## src/verilog/glay_pkg.sv

```systemverilog
/* Shared types for the reduction kernel: host descriptor, control chain and memory ports.
   Every RTL module and the testbench compile against this package first. */
`default_nettype none

package glay_pkg;

    // --------------------------------------------------
    // Host descriptor
    // --------------------------------------------------
    // Ten host words, buffer_3 to buffer_8 ride along unused
    typedef struct packed {
        logic [31:0] buffer_0;  // Read base word address
        logic [31:0] buffer_1;  // Word count
        logic [31:0] buffer_2;  // Result word address
        logic [31:0] buffer_3;
        logic [31:0] buffer_4;
        logic [31:0] buffer_5;
        logic [31:0] buffer_6;
        logic [31:0] buffer_7;
        logic [31:0] buffer_8;
        logic [31:0] buffer_9;  // Flag bits
    } kernel_descriptor_payload;

    typedef struct packed {
        logic                     valid;
        kernel_descriptor_payload payload;
    } kernel_descriptor;

    // Flag positions inside buffer_9
    localparam int flag_endian_read  = 0;
    localparam int flag_endian_write = 1;
    localparam int flag_reduce_max   = 2;

    // --------------------------------------------------
    // Control chain
    // --------------------------------------------------
    typedef struct packed {
        logic ap_start;
        logic setup;
        logic done;
    } control_chain_in;

    typedef struct packed {
        logic ap_ready;
        logic ap_done;
        logic ap_idle;
        logic start;
        logic endian_read;
        logic endian_write;
    } control_chain_out;

    // Idle high, everything else low
    localparam control_chain_out control_out_reset = 6'b001000;

    typedef enum logic [2:0] {
        sync_reset,
        sync_idle,
        sync_setup,
        sync_ready,
        sync_start,
        sync_busy,
        sync_done
    } user_managed_sync_state;

    // --------------------------------------------------
    // Four-phase memory ports
    // --------------------------------------------------
    typedef struct packed {
        logic        req;
        logic [31:0] addr;
    } mem_read_req;

    typedef struct packed {
        logic        ack;
        logic [31:0] rdata;
    } mem_read_rsp;

    typedef struct packed {
        logic        req;
        logic [31:0] addr;
        logic [31:0] wdata;
    } mem_write_req;

    typedef struct packed {
        logic ack;
    } mem_write_rsp;

    typedef enum logic {
        op_sum,
        op_max
    } reduce_op_t;

endpackage : glay_pkg

`default_nettype wire
```

## src/verilog/glay_kernel_top.sv

```systemverilog
/* Kernel top level. Wires the control block to the read, reduce and write datapath
   and exposes the host control levels and both memory ports. */
`timescale 1ns/100ps
`default_nettype none

module glay_kernel_top (
    input  logic                               ap_clk,
    input  logic                               areset_control,
    input  logic                               ap_start,
    input  glay_pkg::kernel_descriptor_payload descriptor_in,
    output logic                               ap_ready,
    output logic                               ap_done,
    output logic                               ap_idle,
    output glay_pkg::mem_read_req              rd_req,
    input  glay_pkg::mem_read_rsp              rd_rsp,
    output glay_pkg::mem_write_req             wr_req,
    input  glay_pkg::mem_write_rsp             wr_rsp
);

    import glay_pkg::*;

    control_chain_in  control_in;
    control_chain_out control_out;
    kernel_descriptor descriptor;

    logic        read_idle;
    logic        word_valid;
    logic [31:0] word_data;
    logic        word_last;
    logic        result_valid;
    logic [31:0] result_data;
    logic        write_done;

    // --------------------------------------------------
    // Control chain
    // --------------------------------------------------
    assign control_in = '{ap_start: ap_start, setup: read_idle, done: write_done};

    assign ap_ready = control_out.ap_ready;
    assign ap_done  = control_out.ap_done;
    assign ap_idle  = control_out.ap_idle;

    kernel_control u_kernel_control (
        .ap_clk         (ap_clk),
        .areset_control (areset_control),
        .control_in     (control_in),
        .control_out    (control_out),
        .descriptor_in  (descriptor_in),
        .descriptor_out (descriptor)
    );

    // --------------------------------------------------
    // Datapath
    // --------------------------------------------------
    read_engine u_read_engine (
        .ap_clk         (ap_clk),
        .areset_control (areset_control),
        .descriptor     (descriptor),
        .endian_read    (control_out.endian_read),
        .rd_req         (rd_req),
        .rd_rsp         (rd_rsp),
        .word_valid     (word_valid),
        .word_data      (word_data),
        .word_last      (word_last),
        .idle           (read_idle)
    );

    reduce_unit u_reduce_unit (
        .ap_clk         (ap_clk),
        .areset_control (areset_control),
        .descriptor     (descriptor),
        .word_valid     (word_valid),
        .word_data      (word_data),
        .word_last      (word_last),
        .result_valid   (result_valid),
        .result_data    (result_data)
    );

    write_engine u_write_engine (
        .ap_clk         (ap_clk),
        .areset_control (areset_control),
        .descriptor     (descriptor),
        .endian_write   (control_out.endian_write),
        .result_valid   (result_valid),
        .result_data    (result_data),
        .wr_req         (wr_req),
        .wr_rsp         (wr_rsp),
        .done           (write_done)
    );

endmodule : glay_kernel_top

`default_nettype wire

```

## src/verilog/write_engine.sv

```systemverilog
/* Stores the reduced result over the four-phase write port, optionally byte-swapped,
   and raises done for the control block once the handshake has closed. */
`timescale 1ns/100ps
`default_nettype none

module write_engine (
    input  logic                       ap_clk,
    input  logic                       areset_control,
    input  glay_pkg::kernel_descriptor descriptor,
    input  logic                       endian_write,
    input  logic                       result_valid,
    input  logic [31:0]                result_data,
    output glay_pkg::mem_write_req     wr_req,
    input  glay_pkg::mem_write_rsp     wr_rsp,
    output logic                       done
);

    logic        req_q;
    logic        in_flight;
    logic        launch;
    logic [31:0] addr_q;
    logic [31:0] wdata_q;

    // One write per job, and only once ack is low
    assign launch = result_valid && !in_flight && !done && !wr_rsp.ack;

    always_ff @(posedge ap_clk) begin
        if (areset_control) begin
            req_q     <= 1'b0;
            in_flight <= 1'b0;
            done      <= 1'b0;
        end else begin
            if (!descriptor.valid) begin
                done <= 1'b0;
            end
            if (launch) begin
                in_flight <= 1'b1;
                req_q     <= 1'b1;
            end else if (req_q && wr_rsp.ack) begin
                req_q <= 1'b0;
            end else if (in_flight && !req_q && !wr_rsp.ack) begin
                // Handshake closed
                in_flight <= 1'b0;
                done      <= 1'b1;
            end
        end
    end

    always_ff @(posedge ap_clk) begin
        if (launch) begin
            addr_q  <= descriptor.payload.buffer_2;
            wdata_q <= endian_write ? {result_data[7:0], result_data[15:8],
                                       result_data[23:16], result_data[31:24]}
                                    : result_data;
        end
    end

    assign wr_req = '{req: req_q, addr: addr_q, wdata: wdata_q};

    // Four-phase order on the write port
    a_req_after_ack: assert property (@(posedge ap_clk) disable iff (areset_control)
        $rose(wr_req.req) |-> !wr_rsp.ack)
        else $error("write req rose while ack high");

endmodule : write_engine

`default_nettype wire

```

## src/verilog/reduce_unit.sv

```systemverilog
/* Folds the word stream from the read engine into one 32-bit result, either the
   modular sum or the largest unsigned word, selected by the reduce flag. */
`timescale 1ns/100ps
`default_nettype none

module reduce_unit (
    input  logic                       ap_clk,
    input  logic                       areset_control,
    input  glay_pkg::kernel_descriptor descriptor,
    input  logic                       word_valid,
    input  logic [31:0]                word_data,
    input  logic                       word_last,
    output logic                       result_valid,
    output logic [31:0]                result_data
);

    import glay_pkg::*;

    logic        valid_q;
    logic        job_start;
    reduce_op_t  op;
    logic [31:0] acc;

    assign job_start = descriptor.valid && !valid_q;

    always_ff @(posedge ap_clk) begin
        if (areset_control) begin
            valid_q      <= 1'b0;
            result_valid <= 1'b0;
        end else begin
            valid_q <= descriptor.valid;
            // Held until the job is released
            if (!descriptor.valid) begin
                result_valid <= 1'b0;
            end else if (word_last) begin
                result_valid <= 1'b1;
            end
        end
    end

    // Accumulator, zero for an empty run
    always_ff @(posedge ap_clk) begin
        if (job_start) begin
            op  <= reduce_op_t'(descriptor.payload.buffer_9[flag_reduce_max]);
            acc <= '0;
        end else if (word_valid) begin
            if (op == op_max) begin
                acc <= (word_data > acc) ? word_data : acc;
            end else begin
                acc <= acc + word_data;  // wraps mod 2^32
            end
        end
    end

    assign result_data = acc;

endmodule : reduce_unit

`default_nettype wire

```

## src/verilog/read_engine.sv

```systemverilog
/* Word fetch over the four-phase read port. Starts on the rising edge of descriptor
   valid and passes each word, optionally byte-swapped, on to the reduce unit. */
`timescale 1ns/100ps
`default_nettype none

module read_engine (
    input  logic                       ap_clk,
    input  logic                       areset_control,
    input  glay_pkg::kernel_descriptor descriptor,
    input  logic                       endian_read,
    output glay_pkg::mem_read_req      rd_req,
    input  glay_pkg::mem_read_rsp      rd_rsp,
    output logic                       word_valid,
    output logic [31:0]                word_data,
    output logic                       word_last,
    output logic                       idle
);

    logic        valid_q;
    logic        job_start;
    logic        busy;
    logic        req_q;
    logic        take_word;
    logic [31:0] addr_q;
    logic [31:0] remaining;

    assign job_start = descriptor.valid && !valid_q;
    // Ack seen while req is up completes one transfer
    assign take_word = req_q && rd_rsp.ack;

    always_ff @(posedge ap_clk) begin
        if (areset_control) begin
            valid_q    <= 1'b0;
            busy       <= 1'b0;
            req_q      <= 1'b0;
            remaining  <= '0;
            word_valid <= 1'b0;
            word_last  <= 1'b0;
        end else begin
            valid_q    <= descriptor.valid;
            word_valid <= 1'b0;
            word_last  <= 1'b0;
            if (job_start) begin
                remaining <= descriptor.payload.buffer_1;
                // Empty run only signals the end
                if (descriptor.payload.buffer_1 == '0) begin
                    word_last <= 1'b1;
                end else begin
                    busy  <= 1'b1;
                    req_q <= 1'b1;
                end
            end else if (take_word) begin
                req_q      <= 1'b0;
                word_valid <= 1'b1;
                word_last  <= (remaining == 32'd1);
                remaining  <= remaining - 32'd1;
            end else if (busy && !req_q && !rd_rsp.ack) begin
                // Ack is low again, next word or finish
                if (remaining != '0) begin
                    req_q <= 1'b1;
                end else begin
                    busy <= 1'b0;
                end
            end
        end
    end

    // Address and data path
    always_ff @(posedge ap_clk) begin
        if (job_start) begin
            addr_q <= descriptor.payload.buffer_0;
        end else if (take_word) begin
            addr_q    <= addr_q + 32'd1;
            word_data <= endian_read ? {rd_rsp.rdata[7:0], rd_rsp.rdata[15:8],
                                        rd_rsp.rdata[23:16], rd_rsp.rdata[31:24]}
                                     : rd_rsp.rdata;
        end
    end

    assign rd_req = '{req: req_q, addr: addr_q};
    assign idle   = !busy;

    // Address held for the whole request phase
    a_addr_stable: assert property (@(posedge ap_clk) disable iff (areset_control)
        rd_req.req |=> !rd_req.req || $stable(rd_req.addr))
        else $error("read address changed while req high");

endmodule : read_engine

`default_nettype wire

```

## src/verilog/kernel_control.sv

```systemverilog
/* Host-side control for the reduction kernel: user-managed sync FSM with ap_start,
   ap_ready and ap_done levels. Registers the descriptor and hands it to the datapath. */
`timescale 1ns/100ps
`default_nettype none

module kernel_control (
    input  logic                               ap_clk,
    input  logic                               areset_control,
    input  glay_pkg::control_chain_in          control_in,
    output glay_pkg::control_chain_out         control_out,
    input  glay_pkg::kernel_descriptor_payload descriptor_in,
    output glay_pkg::kernel_descriptor         descriptor_out
);

    import glay_pkg::*;

    // Registered inputs
    logic ap_start_reg;
    logic setup_reg;
    logic done_reg;

    kernel_descriptor_payload descriptor_in_reg;
    kernel_descriptor_payload payload_q;

    // First output stage, decoded from the state
    control_chain_out status_q;
    logic             desc_valid_q;
    logic             desc_valid_out;

    user_managed_sync_state current_state;
    user_managed_sync_state next_state;

    // --------------------------------------------------
    // Input registers
    // --------------------------------------------------
    always_ff @(posedge ap_clk) begin
        if (areset_control) begin
            ap_start_reg <= 1'b0;
            setup_reg    <= 1'b1;
            done_reg     <= 1'b0;
        end else begin
            ap_start_reg <= control_in.ap_start;
            setup_reg    <= control_in.setup;
            done_reg     <= control_in.done;
        end
    end

    // Descriptor pipe, two cycles in to out
    always_ff @(posedge ap_clk) begin
        descriptor_in_reg <= descriptor_in;
        payload_q         <= descriptor_in_reg;
    end

    // --------------------------------------------------
    // Sync FSM
    // --------------------------------------------------
    always_ff @(posedge ap_clk) begin
        if (areset_control) begin
            current_state <= sync_reset;
        end else begin
            current_state <= next_state;
        end
    end

    always_comb begin
        next_state = current_state;
        case (current_state)
            sync_reset: next_state = sync_idle;
            sync_idle:  next_state = sync_setup;
            // Wait for the host
            sync_setup: if (ap_start_reg) next_state = sync_ready;
            // Hold until the datapath reports idle
            sync_ready: if (setup_reg) next_state = sync_start;
            sync_start: next_state = sync_busy;
            sync_busy:  if (done_reg) next_state = sync_done;
            // ap_done held until the next job arrives
            sync_done:  if (ap_start_reg) next_state = sync_ready;
            default:    next_state = sync_reset;
        endcase
    end

    // --------------------------------------------------
    // Output stages
    // --------------------------------------------------
    always_ff @(posedge ap_clk) begin
        if (areset_control) begin
            status_q     <= control_out_reset;
            desc_valid_q <= 1'b0;
        end else begin
            status_q.ap_ready <= (current_state == sync_ready);
            status_q.ap_done  <= (current_state == sync_done);
            status_q.ap_idle  <= current_state inside {sync_reset, sync_idle,
                                                       sync_setup, sync_done};
            status_q.start    <= current_state inside {sync_setup, sync_ready,
                                                       sync_start, sync_busy};
            desc_valid_q      <= current_state inside {sync_start, sync_busy};
            // Endian flags only while a job runs
            status_q.endian_read  <= current_state inside {sync_start, sync_busy} &&
                                     descriptor_in_reg.buffer_9[flag_endian_read];
            status_q.endian_write <= current_state inside {sync_start, sync_busy} &&
                                     descriptor_in_reg.buffer_9[flag_endian_write];
        end
    end

    // Second stage, lines up with the descriptor payload
    always_ff @(posedge ap_clk) begin
        if (areset_control) begin
            control_out    <= control_out_reset;
            desc_valid_out <= 1'b0;
        end else begin
            control_out    <= status_q;
            desc_valid_out <= desc_valid_q;
        end
    end

    assign descriptor_out = '{valid: desc_valid_out, payload: payload_q};

    // Host never sees ready and done in the same cycle
    a_ready_done_excl: assert property (@(posedge ap_clk) disable iff (areset_control)
        !(control_out.ap_ready && control_out.ap_done))
        else $error("ap_ready and ap_done high together");

endmodule : kernel_control

`default_nettype wire

```

## config.mk

```make
export PLATFORM = sky130hd
export DESIGN_NAME = glay_kernel_top
export DESIGN_NICKNAME = d
export VERILOG_FILES = /design/src/verilog/glay_pkg.sv /design/src/verilog/glay_kernel_top.sv /design/src/verilog/write_engine.sv /design/src/verilog/reduce_unit.sv /design/src/verilog/read_engine.sv /design/src/verilog/kernel_control.sv
export SDC_FILE = /design/constraint.sdc
export NUM_CORES = 1
export LEC_CHECK = 0
export BUFFER_PORTS_ARGS = -buffer_cell sky130_fd_sc_hd__buf_2
export CAP_MARGIN = 20
export CORE_ASPECT_RATIO = 0.7
export CORE_MARGIN = 2
export CORE_UTILIZATION = 56
export DETAILED_ROUTE_END_ITERATION = 8
export HOLD_SLACK_MARGIN = 0.02
export PLACE_DENSITY = 0.85
export SLEW_MARGIN = 20
export SYNTH_ARGS = -nofsm -noshare
export SYNTH_HDL_FRONTEND = slang
export SYNTH_SLANG_ARGS = --single-unit
```

## constraint.sdc

```tcl
create_clock -name ap_clk -period 6.1 [get_ports ap_clk]
set_clock_uncertainty 0.1 [all_clocks]
set_input_delay 0.915 -clock ap_clk [delete_from_list [all_inputs] [get_ports ap_clk]]
set_output_delay 0.915 -clock ap_clk [all_outputs]
set_load 0.05 [all_outputs]
```

==> key figures <==
Synth
  • FFs w/ async S/R, synth: 0
  • Count of different cell masters after synthesis: between 70 and 80
  • Number of enable-type register cells in the synthesized netlist: between 100 and 150
  • Largest area contributor in the synthesized netlist: sky130_fd_sc_hd__dfxtp_1
  • Xor-xnor portion of the synthesized cell area: 0.0428
  • Part of the Yosys area used for sequential elements: 0.595
  • Most numerous cell types in the synthesized netlist: sky130_fd_sc_hd__dfxtp_1 (287), sky130_fd_sc_hd__edfxtp_1 (129), sky130_fd_sc_hd__nand2_1 (124), sky130_fd_sc_hd__o21ai_0 (102), sky130_fd_sc_hd__nor2_1 (92)
  • Compound-Gate Fraction of Synth Area: 0.115
  • Synth Flop Type: sky130_fd_sc_hd__dfxtp_1
  • Post-Syn Nets: roughly 1,900
  • Flip-flop and latch count after synthesis: 416
  • Share of Yosys cell area claimed by the top area cell type: 0.355
  • Synthesized-area fraction occupied by and/or/nand/nor cells: 0.127
  • Mux contribution to synthesized area: 0.0320
  • Synth Area in Adders: 0.0531
  • Synth Warn #: 0
  • Post-synthesis instance total: 1,465
  • Biggest area contributors in the synthesized netlist: sky130_fd_sc_hd__dfxtp_1 (36%), sky130_fd_sc_hd__edfxtp_1 (24%), sky130_fd_sc_hd__ha_1 (5.2%)
  • Most repeated cell in the gate-level netlist after synthesis: sky130_fd_sc_hd__dfxtp_1
  • Mapped Area: 16,200 um2
  • Avg Cell Area, Syn: 11.0 um2
  • Main combinational cell family by area after synthesis: simple AND/OR/NAND/NOR gates

Clock tree
  • Clock Latency Late Sink: about 550 ps
  • Clock Pin Slew Worst Setup and Hold Paths: 70 ps
  • H-tree levels: 2
  • Buffer count from post-CTS setup fixing: 0
  • Root Driver: sky130_fd_sc_hd__clkbuf_16
  • Max clock buf depth: 3
  • Resized cells post-CTS: 0
  • Clock sink total: 416
  • Number of CTS-inserted buffers: 38
  • Number of buffers added to fix hold violations after cts: 0
  • CTS tree: yes

Worst hold path
  • Hold Startpoint: u_kernel_control.descriptor_in_reg[255]
  • Hold crit path type: reg -> reg

STA
  • Least-Margin Pin Slew: 914 ps
  • Post-route setup slack: between 2000 and 2500 ps
  • Count of endpoints failing hold in the final timing report: 0
  • Number of max-slew violations in the final report: 0
  • Headroom to the max-slew limit: 0.391
  • FMAX: approximately 260 MHz
  • Minimum period implied by the final worst setup slack: ~3800 ps
  • Unrepaired setup endpoints after global routing: no
  • Setup TNS: 0 ps
  • Number of setup violations in the final report: 0
  • Share of the clock period used by the worst path after layout: 0.627

Die
  • I/O pin total: 458
  • Die extent in y: around 150 um
  • Area of the die: 30,300 um2
  • X dimension of the die: between 200 and 250 um
  • Initial Utilization: 0.576
  • Standard-cell row count: 51
  • Floorplan Core Area: roughly 28,000 um2

Finish
  • Synth-to-Final Area Change: 17.6%
  • Number of flip-flops under the largest register name: between 90 and 100
  • Fraction of layout instances using a drive strength above 1: 0.215
  • NumNets Final: 2,111
  • FILL cells: ~2,100

Placement
  • Final weighted congestion in routability-driven placement: approximately 0.9
  • Number of port buffers: approximately 240
  • Pre-CTS setup slack: around 2300 ps
  • Hpwl dp: approximately 28,000 um

Critical path
  • Most frequent cell on the critical path: sky130_fd_sc_hd__inv_1
  • Master of the slowest instance on the critical path: sky130_fd_sc_hd__or4_1
  • Worst path arrival time: approximately 4200 ps
  • Crit Path Category: reg -> reg
  • Maximum single-stage delay on the critical path: just over 600 ps
  • Worst setup EP type: flip-flop
  • Top fanout value on the critical path: 20
  • Launch instance of the worst register-to-register path: u_read_engine.word_data[28]
  • Cell breakdown of the critical path: ha_1 -> nand4_1 -> or4_1 -> o31ai_1 -> inv_1 -> a22oi_2 -> buf_4 -> nand2b_1 -> inv_1 -> a32o_1
  • Critical path launch point: u_read_engine.word_data[28]
  • Required @ worst endpoint: ~6500 ps
  • Type of origin of the critical path: flip-flop

Global route
  • Global router's overall resource usage: 0.261
  • Maximum number of pins on one net before global-route repair: 85
  • Number of antenna violations at the first check in global routing: 5
  • Number of global-route vias before repair: around 11,000
  • Total congestion overflow after global routing: 0
  • First-pass GRT wire length: between 60,000 and 70,000 um

Job
  • Max Cap Viol: 0

Pwr
  • Pleak: ~7.5 nW
  • PwrDens: 348 nW/um2
  • Worst voltage drop across the vdd grid: slightly above 0.0003 V

Detailed routing
  • Per-cell via count in the routed design: 5.61
  • Aggregate routed wire length: around 40,000 um
  • First-pass iteration count of the detailed router: 8
  • Post-route ant nets: 0
  • DRT iter0 DRCs: about 1,000
  • DR DRC count: 0
  • Routed wire length per instance: 19.3 um
  • Vias post-DR: around 12,000

Status
  • Outcome: complete, no violations
==> power breakdown <==
group          switching [mW]  leakage (nW)  internal (mW)
Combinational           0.594          3.35          0.392
Clock                    1.04         0.637           1.46
Sequential              0.116          3.56           3.02
==> per-layer routing <==
layer	share of wire	track usage	wire, um
met5	0.00067	0	27
met4	0.021	0.0671	848
met3	0.10	0.0826	4030
met2	0.42	0.388	17100
met1	0.45	0.371	18300
==> critical path: cells and delay by family, from the launching register on <==
family / cells / cell delay, ps
AND/OR/NAND/NOR: 3 / 1260
AO/OA/AOI/OAI: 3 / 760
buffers and inverters: 3 / 590
flip-flops: 1 / 510
adder cells (fa/ha/maj): 1 / 490
==> cell families after synthesis <==
kind of cell,Yosys count
mux,47
simple gates,414
flops,416
xor+xnor,79
fa+ha+maj,68
buf+inv,145
compound gates,296
==> metrics by stage <==
stage / hold WS [ps] / instance area (um2) / power (mW) / instances / util
floorplan: 210 / 16200 / 3.86 / 1465 / -
finish: 222 / 19000 / 6.62 / 2090 / 0.677
detailed placement: 212 / 17600 / 4.14 / 2015 / 0.628
global route: 231 / 19000 / 6.90 / 2087 / 0.677
global placement: 210 / 17600 / 4.11 / 2015 / 0.628
CTS: 225 / 19000 / 6.63 / 2084 / 0.675
==> final cells by class <==
type | count | area (um2) | area share
Antenna cell | 4 | 10.0 | 0.000527
Clock inverter | 22 | 303 | 0.0159
Multi-Input combinational cell | 904 | 6010 | 0.316
Inverter | 79 | 297 | 0.0156
Clock buffer | 47 | 1020 | 0.0535
Timing Repair Buffer | 247 | 1290 | 0.0678
Sequential cell | 416 | 9620 | 0.506
Tap cell | 371 | 464 | 0.0244
==> placed cells by master (no fill, tap or decap), drive strengths merged, types with 35 or more instances in the layout <==
master  netlist  final
nand2       124    124
buf          13    247
xnor2        44     44
dfxtp       287    287
edfxtp      129    129
nor2         92     92
mux2         37     37
o21ai       103    103
nor3         41     41
clkbuf       53     47
ha           67     67
a21oi        67     67
xor2         35     35
inv          78     80
==> worst paths after layout <==
check / to / slack, ps / cells after the start
hold / removal: u_kernel_control.descriptor_out[255] / 220 / 0
setup reg to reg: u_reduce_unit.result_data[30] / 2280 / 10
setup / recovery: u_reduce_unit.result_data[30] / 2280 / 10
hold reg to reg: u_kernel_control.descriptor_out[255] / 220 / 0
Power figures use the tool's default switching activity.
